<file path="src/source/csi_rx_cfg.svh">
`ifndef CSI_RX_CFG_SVH
`define CSI_RX_CFG_SVH

//////////////////////////////
// link framing
//////////////////////////////

// leader byte that opens every high-speed burst
`define CSI_SYNC_BYTE 8'hB8

//////////////////////////////
// image geometry
//////////////////////////////

// payload words per RAW8 line, 4 bytes each
`define CSI_LINE_WORDS 4

// pixel address wraps here
`define CSI_FRAME_WORDS 19200

`define CSI_ADDR_W 16

`endif

</file>
<file path="src/source/csi_lane_pkg.sv">
package csi_lane_pkg;

	//////////////////////////////
	// per-lane data
	//////////////////////////////

	// one deserialized nibble, oldest bit in bit 0
	typedef logic [3:0] lane_nibble_t;

	// aligned byte out of one lane
	typedef struct packed {
		logic       valid;
		logic [7:0] data;
	} lane_byte_t;

endpackage

</file>
<file path="src/source/csi_packet_pkg.sv">
`include "csi_rx_cfg.svh"

package csi_packet_pkg;

	//////////////////////////////
	// data identifiers
	//////////////////////////////

	typedef enum logic [5:0] {
		DT_FRAME_START = 6'h00,
		DT_FRAME_END   = 6'h01,
		DT_RAW8        = 6'h2A
	} data_type_e;

	//////////////////////////////
	// packet path records
	//////////////////////////////

	typedef struct packed {
		logic        valid;
		logic [31:0] data;
	} csi_word_t;

	// decoded header, ECC byte itself dropped
	typedef struct packed {
		logic        valid;
		logic [1:0]  vc;
		data_type_e  data_type;
		logic [15:0] word_count;
		logic        ecc_corrected;
		logic        ecc_err;
	} csi_header_t;

	typedef struct packed {
		logic                   valid;
		logic [`CSI_ADDR_W-1:0] addr;
		logic [15:0]            x;
		logic [15:0]            y;
		logic [31:0]            data;
	} pixel_write_t;

	// one per header
	typedef struct packed {
		logic       valid;
		data_type_e data_type;
		logic       ecc_corrected;
		logic       ecc_err;
		logic       crc_ok;
	} packet_status_t;

endpackage

</file>
<file path="src/source/lane_aligner.sv">
`include "csi_rx_cfg.svh"

module lane_aligner
	import csi_lane_pkg::*;
(
	input  logic         mipi_clk_2,
	input  logic         reset,
	input  logic         hs_active_i,
	input  lane_nibble_t nibble_i,
	output lane_byte_t   byte_o
);
	localparam logic [7:0] SYNC = `CSI_SYNC_BYTE;

	lane_nibble_t prev_q;
	logic [1:0]   carry_q;
	logic         locked_q;
	logic         off2_q;
	logic [1:0]   phase_q;
	logic [7:0]   window;
	logic         hit_0;
	logic         hit_2;

	// last two nibbles, newest on top
	assign window = {nibble_i, prev_q};

	// sync on a nibble edge, or starting two bits into one
	assign hit_0 = (window == SYNC);
	assign hit_2 = (window[7:2] == SYNC[5:0]);

	always_ff @(posedge mipi_clk_2) begin
		if (reset || !hs_active_i) begin
			prev_q <= '0;
			carry_q <= '0;
			locked_q <= 1'b0;
			off2_q <= 1'b0;
			phase_q <= '0;
			byte_o.valid <= 1'b0;
		end else begin
			prev_q <= nibble_i;
			carry_q <= prev_q[3:2];
			byte_o.valid <= 1'b0;
			if (!locked_q) begin
				if (hit_0 || hit_2) begin
					locked_q <= 1'b1;
					off2_q <= !hit_0;
					// offset 2 ends one cycle later, so wait one more
					phase_q <= hit_0 ? 2'd1 : 2'd2;
				end
			end else if (phase_q == 2'd0) begin
				byte_o.valid <= 1'b1;
				if (off2_q) begin
					byte_o.data <= {nibble_i[1:0], prev_q, carry_q};
				end else begin
					byte_o.data <= window;
				end
				phase_q <= 2'd1;
			end else begin
				phase_q <= phase_q - 2'd1;
			end
		end
	end

endmodule

</file>
<file path="src/source/word_assembler.sv">
module word_assembler
	import csi_lane_pkg::*;
	import csi_packet_pkg::*;
(
	input  logic       mipi_clk_2,
	input  logic       reset,
	input  logic       hs_active_i,
	input  lane_byte_t lane0_i,
	input  lane_byte_t lane1_i,
	output csi_word_t  word_o
);
	logic        upper_q;
	logic [15:0] low_q;
	logic        pair_valid;

	// lanes start together, so both strobes line up
	assign pair_valid = lane0_i.valid && lane1_i.valid;

	always_ff @(posedge mipi_clk_2) begin
		if (reset || !hs_active_i) begin
			upper_q <= 1'b0;
			word_o.valid <= 1'b0;
		end else begin
			word_o.valid <= 1'b0;
			if (pair_valid) begin
				upper_q <= !upper_q;
				if (upper_q) begin
					word_o.valid <= 1'b1;
				end
			end
		end
	end

	//////////////////////////////
	// byte placement
	//////////////////////////////

	// lane0 lands in the lower byte of each pair
	always_ff @(posedge mipi_clk_2) begin
		if (pair_valid) begin
			if (upper_q) begin
				word_o.data <= {lane1_i.data, lane0_i.data, low_q};
			end else begin
				low_q <= {lane1_i.data, lane0_i.data};
			end
		end
	end

endmodule

</file>
<file path="src/source/header_ecc.sv">
module header_ecc
	import csi_packet_pkg::*;
(
	input  logic        mipi_clk_2,
	input  logic        reset,
	input  logic        hs_active_i,
	input  csi_word_t   word_i,
	output csi_header_t header_o
);
	// header bits covered by each parity bit
	localparam logic [23:0] ECC_MASK [6] = '{
		24'hF12CB7,
		24'hF2555B,
		24'h749A6D,
		24'hB8E38E,
		24'hDF03F0,
		24'hEFFC00
	};

	logic        first_q;
	logic [5:0]  parity;
	logic [5:0]  syndrome;
	logic [5:0]  column;
	logic [23:0] fixed;
	logic        single;

	always_comb begin
		for (int p = 0; p < 6; p++) begin
			parity[p] = ^(word_i.data[23:0] & ECC_MASK[p]);
		end
		syndrome = parity ^ word_i.data[29:24];
		fixed = word_i.data[23:0];
		single = 1'b0;
		column = '0;
		// syndrome of a single data bit error is that bit's column
		for (int b = 0; b < 24; b++) begin
			for (int p = 0; p < 6; p++) begin
				column[p] = ECC_MASK[p][b];
			end
			if (syndrome == column) begin
				fixed[b] = !fixed[b];
				single = 1'b1;
			end
		end
	end

	always_ff @(posedge mipi_clk_2) begin
		if (reset || !hs_active_i) begin
			first_q <= 1'b1;
			header_o.valid <= 1'b0;
		end else begin
			header_o.valid <= word_i.valid && first_q;
			if (word_i.valid) begin
				first_q <= 1'b0;
			end
			// only the first word of a burst is a header
			if (word_i.valid && first_q) begin
				header_o.vc <= fixed[7:6];
				header_o.data_type <= data_type_e'(fixed[5:0]);
				header_o.word_count <= fixed[23:8];
				header_o.ecc_corrected <= single;
				header_o.ecc_err <= (syndrome != 6'd0) && !single;
			end
		end
	end

endmodule

</file>
<file path="src/source/payload_crc.sv">
module payload_crc
	import csi_packet_pkg::*;
(
	input  logic        mipi_clk_2,
	input  logic        reset,
	input  logic        clear_i,
	input  csi_word_t   word_i,
	output logic [15:0] crc_o
);
	localparam logic [15:0] CRC_POLY = 16'h8408;
	localparam logic [15:0] CRC_INIT = 16'hFFFF;

	logic [15:0] crc_q;

	// bit serial over the word, byte 0 first, each byte lsb first
	function automatic logic [15:0] crc_step(
		input logic [15:0] crc_in,
		input logic [31:0] data
	);
		logic [15:0] c;
		c = crc_in;
		for (int i = 0; i < 32; i++) begin
			if (c[0] ^ data[i]) begin
				c = (c >> 1) ^ CRC_POLY;
			end else begin
				c = c >> 1;
			end
		end
		return c;
	endfunction

	//////////////////////////////
	// remainder register
	//////////////////////////////

	always_ff @(posedge mipi_clk_2) begin
		if (reset || clear_i) begin
			crc_q <= CRC_INIT;
		end else if (word_i.valid) begin
			crc_q <= crc_step(crc_q, word_i.data);
		end
	end

	assign crc_o = crc_q;

endmodule

</file>
<file path="src/source/packet_parser.sv">
`include "csi_rx_cfg.svh"

module packet_parser
	import csi_packet_pkg::*;
(
	input  logic           mipi_clk_2,
	input  logic           reset,
	input  logic           hs_active_i,
	input  csi_header_t    header_i,
	input  csi_word_t      word_i,
	output pixel_write_t   pixel_o,
	output packet_status_t status_o
);
	localparam logic [`CSI_ADDR_W-1:0] ADDR_LAST = `CSI_ADDR_W'(`CSI_FRAME_WORDS - 1);
	localparam logic [15:0] X_LAST = 16'(`CSI_LINE_WORDS - 1);

	typedef enum logic [1:0] {
		ST_IDLE,
		ST_PAYLOAD,
		ST_CRC,
		ST_SKIP
	} parse_state_e;

	parse_state_e           state_q;
	logic [13:0]            words_left_q;
	logic [`CSI_ADDR_W-1:0] addr_q;
	logic [15:0]            x_q;
	logic [15:0]            y_q;
	logic                   crc_clear;
	csi_word_t              crc_word;
	logic [15:0]            crc;

	// crc restarts for every packet and only sees payload words
	assign crc_clear = (state_q == ST_IDLE);
	assign crc_word.valid = word_i.valid && (state_q == ST_PAYLOAD);
	assign crc_word.data = word_i.data;

	payload_crc i_payload_crc (
		.mipi_clk_2 (mipi_clk_2),
		.reset      (reset),
		.clear_i    (crc_clear),
		.word_i     (crc_word),
		.crc_o      (crc)
	);

	//////////////////////////////
	// packet FSM
	//////////////////////////////

	always_ff @(posedge mipi_clk_2) begin
		if (reset) begin
			state_q <= ST_IDLE;
			addr_q <= '0;
			x_q <= '0;
			y_q <= '0;
			pixel_o.valid <= 1'b0;
			status_o.valid <= 1'b0;
		end else begin
			pixel_o.valid <= 1'b0;
			status_o.valid <= 1'b0;
			if (!hs_active_i) begin
				// frame position survives burst gaps
				state_q <= ST_IDLE;
			end else begin
				case (state_q)
					ST_IDLE: begin
						if (header_i.valid) begin
							words_left_q <= header_i.word_count[15:2];
							status_o.data_type <= header_i.data_type;
							status_o.ecc_corrected <= header_i.ecc_corrected;
							status_o.ecc_err <= header_i.ecc_err;
							status_o.crc_ok <= 1'b0;
							if (header_i.ecc_err) begin
								status_o.valid <= 1'b1;
								state_q <= ST_SKIP;
							end else if (header_i.data_type == DT_RAW8) begin
								if (header_i.word_count[15:2] == 14'd0) begin
									state_q <= ST_CRC;
								end else begin
									state_q <= ST_PAYLOAD;
								end
							end else begin
								if (header_i.data_type == DT_FRAME_START) begin
									addr_q <= '0;
									x_q <= '0;
									y_q <= '0;
								end
								status_o.valid <= 1'b1;
								state_q <= ST_SKIP;
							end
						end
					end
					ST_PAYLOAD: begin
						if (word_i.valid) begin
							pixel_o.valid <= 1'b1;
							pixel_o.addr <= addr_q;
							pixel_o.x <= x_q;
							pixel_o.y <= y_q;
							pixel_o.data <= word_i.data;
							addr_q <= (addr_q == ADDR_LAST) ? '0 : addr_q + 1'b1;
							// line end
							if (x_q == X_LAST) begin
								x_q <= '0;
								y_q <= y_q + 16'd1;
							end else begin
								x_q <= x_q + 16'd1;
							end
							words_left_q <= words_left_q - 14'd1;
							if (words_left_q == 14'd1) begin
								state_q <= ST_CRC;
							end
						end
					end
					ST_CRC: begin
						if (word_i.valid) begin
							status_o.valid <= 1'b1;
							status_o.crc_ok <= (word_i.data[15:0] == crc);
							state_q <= ST_SKIP;
						end
					end
					default: begin
						// rest of the burst is ignored
						state_q <= ST_SKIP;
					end
				endcase
			end
		end
	end

endmodule

</file>
<file path="src/source/csi_rx_top.sv">
module csi_rx_top
	import csi_lane_pkg::*;
	import csi_packet_pkg::*;
(
	input  logic           mipi_clk_2,
	input  logic           reset,
	input  logic           hs_active_i,
	input  lane_nibble_t   lane0_nibble_i,
	input  lane_nibble_t   lane1_nibble_i,
	output pixel_write_t   pixel_o,
	output packet_status_t status_o
);
	lane_byte_t  lane0_byte;
	lane_byte_t  lane1_byte;
	csi_word_t   word;
	csi_header_t header;

	//////////////////////////////
	// lane alignment
	//////////////////////////////

	lane_aligner i_lane0_aligner (
		.mipi_clk_2  (mipi_clk_2),
		.reset       (reset),
		.hs_active_i (hs_active_i),
		.nibble_i    (lane0_nibble_i),
		.byte_o      (lane0_byte)
	);

	lane_aligner i_lane1_aligner (
		.mipi_clk_2  (mipi_clk_2),
		.reset       (reset),
		.hs_active_i (hs_active_i),
		.nibble_i    (lane1_nibble_i),
		.byte_o      (lane1_byte)
	);

	//////////////////////////////
	// packet path
	//////////////////////////////

	word_assembler i_word_assembler (
		.mipi_clk_2  (mipi_clk_2),
		.reset       (reset),
		.hs_active_i (hs_active_i),
		.lane0_i     (lane0_byte),
		.lane1_i     (lane1_byte),
		.word_o      (word)
	);

	header_ecc i_header_ecc (
		.mipi_clk_2  (mipi_clk_2),
		.reset       (reset),
		.hs_active_i (hs_active_i),
		.word_i      (word),
		.header_o    (header)
	);

	packet_parser i_packet_parser (
		.mipi_clk_2  (mipi_clk_2),
		.reset       (reset),
		.hs_active_i (hs_active_i),
		.header_i    (header),
		.word_i      (word),
		.pixel_o     (pixel_o),
		.status_o    (status_o)
	);

endmodule

</file>
<file path="config.mk">
export PLATFORM = sky130hd
export DESIGN_NAME = csi_rx_top
export DESIGN_NICKNAME = d
export VERILOG_FILES = /design/src/source/csi_lane_pkg.sv /design/src/source/csi_packet_pkg.sv /design/src/source/lane_aligner.sv /design/src/source/word_assembler.sv /design/src/source/header_ecc.sv /design/src/source/payload_crc.sv /design/src/source/packet_parser.sv /design/src/source/csi_rx_top.sv
export VERILOG_INCLUDE_DIRS = /design/src /design/src/source
export SDC_FILE = /design/constraint.sdc
export NUM_CORES = 1
export LEC_CHECK = 0
export BUFFER_PORTS_ARGS = -buffer_cell sky130_fd_sc_hd__clkbuf_2
export CORE_AREA = 4 4 149 151
export DETAILED_ROUTE_END_ITERATION = 7
export DIE_AREA = 0 0 153 155
export GPL_TIMING_DRIVEN = 0
export PLACE_DENSITY = 0.79
export SLEW_MARGIN = 20
export SYNTH_ARGS = -nofsm -noshare
export SYNTH_HDL_FRONTEND = slang
export SYNTH_SLANG_ARGS = --single-unit
</file>
<file path="constraint.sdc">
create_clock -name mipi_clk_2 -period 7.1 [get_ports mipi_clk_2]
set_clock_uncertainty 0.1 [all_clocks]
set_input_delay 1.42 -clock mipi_clk_2 [delete_from_list [all_inputs] [get_ports mipi_clk_2]]
set_output_delay 1.42 -clock mipi_clk_2 [all_outputs]
set_load 0.01 [all_outputs]
</file>
==> metrics, run 1 <==
CP max stage delay 0.46 ns; Yosys warning count 0; num rows 53; WP buf/inv 1; initial antenna violation count 0; critical path arrival 3.45 ns; Worst EP required approximately 7.3 ns; first drt pass iteration count 5; DR iter-0 viols 440; Post-synth EDFFs 189; pwr dens approximately 220 nW/µm²; Routed WL 24600 µm; placed cell area 13300 µm²; drt drc 0; Pleak 5.12 nW; post-cts hold buffer count 0; Post-CTS Setup Inserts 0; simple-gate share of the synthesized area 12.8%; Worst setup EP type flop; GRT Total Usage approximately 21%; hold path depth 0; CTS clock-pin slew for the worst setup and hold paths approximately 0.060 ns; total number of vias 7722; Final nets 1110; worst vdd ir 0.238 mV; mux contribution to synthesized area 1.62%; Synth-to-Final Area Change 14.8%; share of cells above drive strength 1 19.2%; Die Wd 153 µm; Sink Count 283; Synth Area in Adders 0.504%; Vias/cell approximately 5.6; post-synth cell types 63; placer congestion estimate about 0.94; clk buf depth 3; hold path endpoint i_word_assembler.word_o[3]$_DFFE_PP_; slew margin rel. a little under a third; Post-Syn Instances 960; FMAX 306 MHz; RSZ-0062 raised after global routing no; largest family of logic cells by synthesized area XOR/XNOR gates; post_cts resized 0; top_reg_cell synth edfxtp_1; buffers added on ports 101; Final min period 3.27 ns; gr ovfl total 0; Final TNS setup 0 ns; die height roughly 160 µm; CP Max Fanout 6; Post-Syn Nets 976; Reg2Reg Launch Point i_word_assembler.word_o[11]$_DFFE_PP_; Yosys reg bits between 200 and 300; Reg2Reg Depth 9; Hold Violations, Final 0; clk_lat worst skew 0.54 ns; Hold Crit Class reg2reg; total CTS buffers 28; worst reg2reg setup slack 3.83 ns; synthesized area per cell roughly 13 µm²; H-tree depth 1; CP max-delay cell clkbuf_1; max_cap viols 0; post-detail-place hpwl between 15000 and 20000 µm; async set-reset flop share out of synthesis 0%; final critical-path share of the clock period roughly 46%; Worst setup SP type flop; Least-Margin Pin Slew a little over 1 ns; Setup Viol. Count Final 0; Hold Path Origin i_word_assembler.low_q[3]$_DFFE_PP_; total core area 20800 µm²; CTS tree yes; first-pass GRT wire length 39500 µm; vias in the first global route 7487; routed len/inst between 15 and 20 µm; die area 23700 µm²; largest net degree at the start of global routing 34; Seq/Total Area, Yosys 60.9%; post-synthesis xor/xnor area fraction 18.4%; Design Power about 3.2 mW; RR Endpoint i_header_ecc.header_o[0]$_DFFE_PP_; synthesized area about 12000 µm²; Slew Viols, Final 0; status completed; Antenna Cells 0; root buf cell clkbuf_16; complex-gate fraction of the synthesized area 4.47%; Setup Crit Path Kind reg2reg; I/O pin total roughly 100; Initial Utilization around three fifths; # fillers 1475; Finished Cell Area 14200 µm²; antenna viol nets, final 0; Top delay family on crit path XOR/XNOR gates; CP cell instances clkbuf_1, xor3_1, xnor3_1, xor2_1, and2_0, nand2_1, a21boi_0, a32oi_1, o21ai_1
## layout by cell type (no fill, tap or decap), types with 27 or more instances in the layout
| cell | Yosys | routed |
|---|---|---|
| edfxtp_1 | 189 | 189 |
| xnor2_1 | 117 | 117 |
| clkbuf_2 | 0 | 101 |
| dfxtp_1 | 94 | 94 |
| nor2_1 | 84 | 82 |
| nand2_1 | 62 | 62 |
| xor2_1 | 60 | 60 |
| nand3_1 | 34 | 34 |
| clkbuf_16 | 0 | 29 |
| o21ai_0 | 27 | 27 |
## sequential cells by signal, indices dropped and copies added, names as in the netlist, 4 cells and up
name                                 flops
i_lane0_aligner.byte_o                   9
i_word_assembler.word_o                 33
i_packet_parser.pixel_o                 81
i_packet_parser.status_o                10
i_word_assembler.low_q                  16
i_packet_parser.words_left_q            14
i_lane1_aligner.byte_o                   9
i_lane1_aligner.prev_q                   4
i_packet_parser.y_q                     16
i_packet_parser.i_payload_crc.crc_o     16
i_header_ecc.header_o                   23
i_packet_parser.addr_q                  16
i_packet_parser.x_q                     16
i_lane0_aligner.prev_q                   4
## worst max-delay path by stage
stage	slack [ns]	depth (start not counted)	from	end
floorplan	0.89	4	reset	i_packet_parser.words_left_q[0]$_DFFE_PP_
global route	3.59	9	i_word_assembler.word_o[11]$_DFFE_PP_	i_header_ecc.header_o[0]$_DFFE_PP_
detailed placement	3.41	3	hs_active_i	i_header_ecc.header_o[13]$_DFFE_PP_
CTS	3.85	9	i_word_assembler.word_o[11]$_DFFE_PP_	i_header_ecc.header_o[0]$_DFFE_PP_
global placement	-1.02	5	reset	i_packet_parser.words_left_q[10]$_DFFE_PP_
finish	3.83	9	i_word_assembler.word_o[11]$_DFFE_PP_	i_header_ecc.header_o[0]$_DFFE_PP_
## cell families after synthesis
group / after synthesis
multiplexers: 18
adder cells (fa/ha/maj): 5
AND/OR/NAND/NOR: 314
buffers and inverters: 37
flip-flops: 283
AO/OA/AOI/OAI: 88
XOR/XNOR: 215
## cell type report
cell class	count	area, µm²	share of cell area (%)
flip-flops and latches	283	7560	53.1
multi-input cells	640	4700	33.1
clock buffers	32	747	5.25
repair buffers	104	573	4.03
well taps	275	344	2.42
clock inverters	20	151	1.06
plain buffers	30	129	0.905
inverters	7	26.3	0.185
## worst register-to-register path: stages, from the launching register on
cell,delay (ns)
edfxtp_1,0.35
clkbuf_1,0.46
xor3_1,0.46
xnor3_1,0.29
xor2_1,0.42
and2_0,0.38
nand2_1,0.11
a21boi_0,0.14
a32oi_1,0.21
o21ai_1,0.10
## through the flow
| step | hold WS (ns) | std cells | setup slack [ns] | utilization (%) |
|---|---|---|---|---|
| after global placement | 0.301 | 1336 | -1.02 | 63.6 |
| after floorplan | 0.300 | 960 | 0.892 | - |
| after detailed placement | 0.305 | 1339 | 3.41 | 64.0 |
| after CTS | 0.319 | 1391 | 3.85 | 68.3 |
| after global routing | 0.322 | 1391 | 3.59 | 68.4 |
| final | 0.318 | 1391 | 3.83 | 68.4 |
## metal layers
layer  GRT usage [%]  vias up  part of all wire [%]
li1                -     3706                     -
met1            26.6     3704                    42
met2            35.9      262                    50
met3            3.37       50                   6.0
met4            6.79        0                   2.9
met5               0        -                     0
## power by group
part           internal [mW]  switching, mW  leakage, nW  total, mW
registers               1.74        0.00227         2.43       1.74
clock network          0.797          0.606        0.445       1.40
logic                0.00982         0.0172         2.25     0.0270
total                   2.55          0.626         5.12       3.17
## cells in the mapped netlist, types with 17 or more instances
cell type,number,area (µm²)
nand3_1,34,170
xnor2_1,117,1020
edfxtp_1,189,5680
mux2_2,17,191
and2_1,20,125
clkbuf_1,20,75.1
o21ai_0,27,135
xor2_1,60,526
dfxtp_1,94,1880
nor2_1,84,315
nand4_1,18,113
nor3_1,18,90.1
a21oi_1,20,100
nand2_1,62,233
Power figures use the tool's default switching activity.
==> run 2: changes to the inputs <==
clock period = 3.35 ns   (was 7.1 ns; I/O delays follow)
==> metrics, run 2 (synthesis results as in run 1) <==
status completed; Final nets 1109; final setup margin just under 0.2 ns; Initial Utilization 59.6%; Hold Crit Class in2reg; Sink Count 283; commonest cells after routing, fill and taps aside edfxtp_1, xnor2_1, clkbuf_2; worst vdd ir 0.444 mV; Setup Viol. Count Final 0; I/O pin total 102; H-tree depth 1; first drt pass iteration count 5; placer congestion estimate 0.921; Pleak 5.21 nW; initial antenna violation count 0; share of cells above drive strength 1 18.5%; # fillers 1498; commonest non-fill, non-tap cell in the layout edfxtp_1; DR iter-0 viols 485; Hold Violations, Final 0; drt drc 0; WP buf/inv 1; root buf cell clkbuf_16; register name with the most flops i_packet_parser.pixel_o; post-detail-place hpwl ~18000 µm; CP max-delay cell xnor3_1; CP cell instances buf_2, xnor2_1, xnor3_1, xnor2_2, xnor2_1, nor3_2, mux2_2, o21ai_1, o221ai_1; die height roughly 160 µm; pwr dens around 470 nW/µm²; Top delay family on crit path XOR/XNOR gates; Top Registers i_packet_parser.pixel_o (81), i_word_assembler.word_o (33), i_header_ecc.header_o (23); max_cap viols 0; Finished Layout Cells 1389; slew margin rel. around 30%; vias in the first global route about 7600; largest net degree at the start of global routing 34; Setup Crit Path Kind reg2reg; DP Cell Count 1339; Worst EP required between 3 and 4 ns; clk buf depth 3; most frequent CP cell xnor2_1; die area 23700 µm²; final critical-path share of the clock period 94.2%; RSZ-0062 raised after global routing no; total core area 20800 µm²; Vias/cell 5.56; Post-CTS Setup Inserts 0; gr ovfl total 0; antenna viol nets, final 0; critical path arrival ~3.3 ns; CTS tree yes; Antenna Cells 0; max reg flops 81; Final min period 3.15 ns; GRT Total Usage 20.9%; first-pass GRT wire length 40000 µm; Least-Margin Pin Slew 1.04 ns; Slew Viols, Final 0; routed len/inst 17.9 µm; CP max stage delay just over 0.5 ns; dpl ws 0.176 ns; CTS clock-pin slew for the worst setup and hold paths 0.06 ns; total number of vias 7718; CP Max Fanout 7; Synth-to-Final Area Change 14.7%; FMAX ~320 MHz; clk_lat worst skew around 0.54 ns; Routed WL 24800 µm; Worst setup SP type flop; Worst setup EP type flop; Die Wd 153 µm; buffers added on ports 101; num rows 53; total CTS buffers 28
==> run 2: changes by cell type in the layout (fill, tap and decap cells not counted) <==
cell,change
bufinv_16,+1
clkbuf_1,+2
clkinv_1,+4
clkinv_2,-7
clkinv_8,-2
==> run 2: path summary, 6_finish.rpt <==
kind / startpoint / end / slack (ns) / cells past startpoint
worst min-delay path: lane1_nibble_i[3] / i_lane1_aligner.prev_q[3]$_SDFF_PN0_ / 0.28 / 2
worst min register to register: i_word_assembler.low_q[11]$_DFFE_PP_ / i_word_assembler.word_o[11]$_DFFE_PP_ / 0.31 / 0
worst max-delay path: i_word_assembler.word_o[17]$_DFFE_PP_ / i_header_ecc.header_o[1]$_DFFE_PP_ / 0.20 / 9
worst max register to register: i_word_assembler.word_o[17]$_DFFE_PP_ / i_header_ecc.header_o[1]$_DFFE_PP_ / 0.20 / 9
==> run 2: what timing repair did <==
item / 4_1_cts / 5_1_grt
resized for setup: 0 / 0
setup endpoints to repair: 0 / 1
hold buffers: 0 / 0
==> run 2: stage by stage <==
stage | setup TNS [ns] | cell area [µm²] | power (mW) | hold slack [ns] | utilization, %
after detailed placement | 0 | 13300 | 3.82 | 0.305 | 64.0
after CTS | 0 | 14200 | 6.80 | 0.257 | 68.3
after global placement | -55.31 | 13300 | 3.82 | 0.301 | 63.7
final | 0 | 14200 | 6.75 | 0.277 | 68.3
after global routing | 0 | 14200 | 6.95 | 0.271 | 68.3
after floorplan | 0 | 12400 | 3.80 | 0.300 | -
==> run 2: final cells by class <==
class / count / area, µm² / area share [%]
buffer: 29 / 125 / 0.880
tap: 275 / 344 / 2.42
timing repair buffer: 104 / 573 / 4.03
sequential: 283 / 7560 / 53.2
multi-input combinational: 640 / 4700 / 33.1
inverter: 7 / 26.3 / 0.185
clock buffer: 35 / 758 / 5.33
clock inverter: 16 / 129 / 0.906
==> run 2: metal layers <==
metal | GRT usage [%] | routed length (µm) | vias to the layer above
met2 | 36.0 | 12000 | 269
met4 | 7.04 | 844 | 0
li1 | - | - | 3693
met5 | 0 | 0 | -
met1 | 27.1 | 10100 | 3694
met3 | 3.92 | 1830 | 62
==> run 2: worst reg2reg max path, delay by kind of cell (launching register included) <==
family | cells | cell delay (ns)
AOI/OAI and AO/OA | 2 | 0.28
and+or+nand+nor | 1 | 0.16
buffers and inverters | 1 | 0.21
DFF | 1 | 0.42
xor gates and xnor gates | 4 | 1.40
muxes | 1 | 0.29
==> run 2: where the power goes <==
group          total [mW]  switching [mW]  internal, mW  leakage (nW)
sequential           3.69         0.00479          3.69          2.52
combinational      0.0570          0.0362        0.0208          2.26
clock                3.00            1.25          1.75         0.427
total                6.75            1.29          5.46          5.21
==> run 3: changes to the inputs <==
CORE_AREA = 4 4 228 230   (was 4 4 149 151)
DIE_AREA = 0 0 232 234   (was 0 0 153 155)
PLACE_DENSITY = unset   (was 0.79)
==> metrics, run 3 (synthesis results as in run 1) <==
max_cap viols 0; Final nets 1111; num rows 82; internal power around 5.5 mW; clk_lat worst skew 0.55 ns; largest net degree at the start of global routing 31; CP max stage delay 0.56 ns; CTS tree yes; # fillers 5134; Top Registers i_packet_parser.pixel_o (81), i_word_assembler.word_o (33), i_header_ecc.header_o (23); worst vdd ir around 0.60 mV; DR iter-0 viols about 640; CP Max Fanout 7; drt drc 0; initial antenna violation count 0; Worst setup EP type flop; Sink Count 283; CP cell instances xnor2_1, xor3_2, xnor2_2, xnor2_2, nor2_1, a21oi_1, o221ai_1; die area about 54000 µm²; critical path launch point i_word_assembler.word_o[12]$_DFFE_PP_; Setup Crit Path Kind reg2reg; total number of vias 7669; pwr dens 464 nW/µm²; Sw Ratio 19.7%; WHS roughly 0.26 ns; NetSw 1.35 mW; vias in the first global route 7462; Final min period 3.21 ns; CTS clock-pin slew for the worst setup and hold paths 0.06 ns; Antenna Cells 0; die height 234 µm; Finished Layout Cells 1789; Worst EP required 3.56 ns; post-cts hold buffer count 0; most frequent CP cell xnor2_2; total CTS buffers 28; power share of the clock group between 40% and 50%; Slew Viols, Final 0; placer congestion estimate roughly 0.86; I/O pin total just over 100; critical path arrival 3.42 ns; Worst setup SP type flop; first drt pass iteration count 4; Hold Crit Class in2reg; RSZ-0062 raised after global routing no; final setup margin 0.136 ns; share of cells above drive strength 1 19.5%; antenna viol nets, final 0; Final TNS setup 0 ns; area taken by multi-input logic gates between 4000 and 5000 µm²; Synth-to-Final Area Change 19.5%; Routed WL 28300 µm; CP max-delay cell edfxtp_1; Initial Utilization 24.9%; slew margin rel. between 20% and 30%; first-pass GRT wire length 43900 µm; GRT Total Usage 10.2%; DP Cell Count 1737; Reg2Reg Launch Point i_word_assembler.word_o[12]$_DFFE_PP_; Sequential Power Share 53.7%; Combinational Power Share 0.8%; commonest cells after routing, fill and taps aside edfxtp_1, xnor2_1, clkbuf_2; final critical-path share of the clock period between 90% and 100%; Vias/cell 4.29; Die Wd 232 µm; FMAX 311 MHz; Least-Margin Pin Slew 1.14 ns; max reg flops 81; total core area 49900 µm²; Setup Viol. Count Final 0; Hold Violations, Final 0; H-tree depth 1; register area ~7600 µm²; dpl ws 0.00741 ns; clk buf depth 3; buffers added on ports a little over 100; Pleak between 5 and 6 nW; gr ovfl total 0; register name with the most flops i_packet_parser.pixel_o; Design Power 6.87 mW; Hold Path Origin lane1_nibble_i[3]; routed len/inst 15.8 µm; root buf cell clkbuf_16; commonest non-fill, non-tap cell in the layout edfxtp_1; status completed; post-detail-place hpwl 21000 µm
## run 3: cell types whose count changed in the layout (fill, tap and decap cells not counted), sizes merged
| cell | change |
|---|---|
| clkbuf | +5 |
| clkinv | -4 |
| buf | +2 |
## run 3: layer usage
metal,wire [µm],GRT usage [%],up-vias
met5,0,0,-
met4,388,1.59,0
met3,1650,2.00,31
met2,12600,16.1,216
met1,13700,15.0,3721
li1,-,-,3701
## run 3: path summary, 6_finish.rpt
path                                                 to  slack, ns  cells past startpoint
setup / recovery     i_header_ecc.header_o[1]$_DFFE_PP_       0.14                      7
hold reg to reg   i_word_assembler.word_o[14]$_DFFE_PP_       0.31                      0
hold / removal     i_lane1_aligner.prev_q[3]$_SDFF_PN0_       0.26                      2
setup reg to reg     i_header_ecc.header_o[1]$_DFFE_PP_       0.14                      7
## run 3: layout make-up
cell class                      count  area share [%]
Sequential cell                   283            51.0
Clock inverter                     12           0.844
Clock buffer                       40            5.38
Timing Repair Buffer              106            4.10
Tap cell                          672            5.67
Buffer                             29           0.844
Inverter                            7           0.177
Multi-Input combinational cell    640            32.0
## run 3: critical path, delay by kind of cell (launching register included)
kind | cells | cell delay [ns]
flip-flops | 1 | 0.56
AO/OA/AOI/OAI | 2 | 0.51
XOR/XNOR | 4 | 1.43
AND/OR/NAND/NOR | 1 | 0.39
## run 3: stage by stage
step | area (µm²) | utilization, %
CTS | 14800 | 29.6
detailed placement | 13900 | 27.8
finish | 14800 | 29.7
global route | 14800 | 29.7
floorplan | 12400 | -
global placement | 13800 | 27.6
## run 3: power groups by stage
stage | clock network [mW] | logic [mW] | registers (mW)
finish | 3.12 | 0.0578 | 3.69
floorplan | 0 | 0.0331 | 3.77
global route | 3.35 | 0.0648 | 3.69
CTS | 3.21 | 0.0582 | 3.69
detailed placement | 0 | 0.0576 | 3.77
global placement | 0 | 0.0574 | 3.77
## run 3: repair_timing
action / CTS / global route
hold endpoints to repair: 0 / 0
pin swaps: 0 / 1
setup buffers: 0 / 1
gates resized for setup: 1 / 5
setup endpoints to repair: 14 / 22
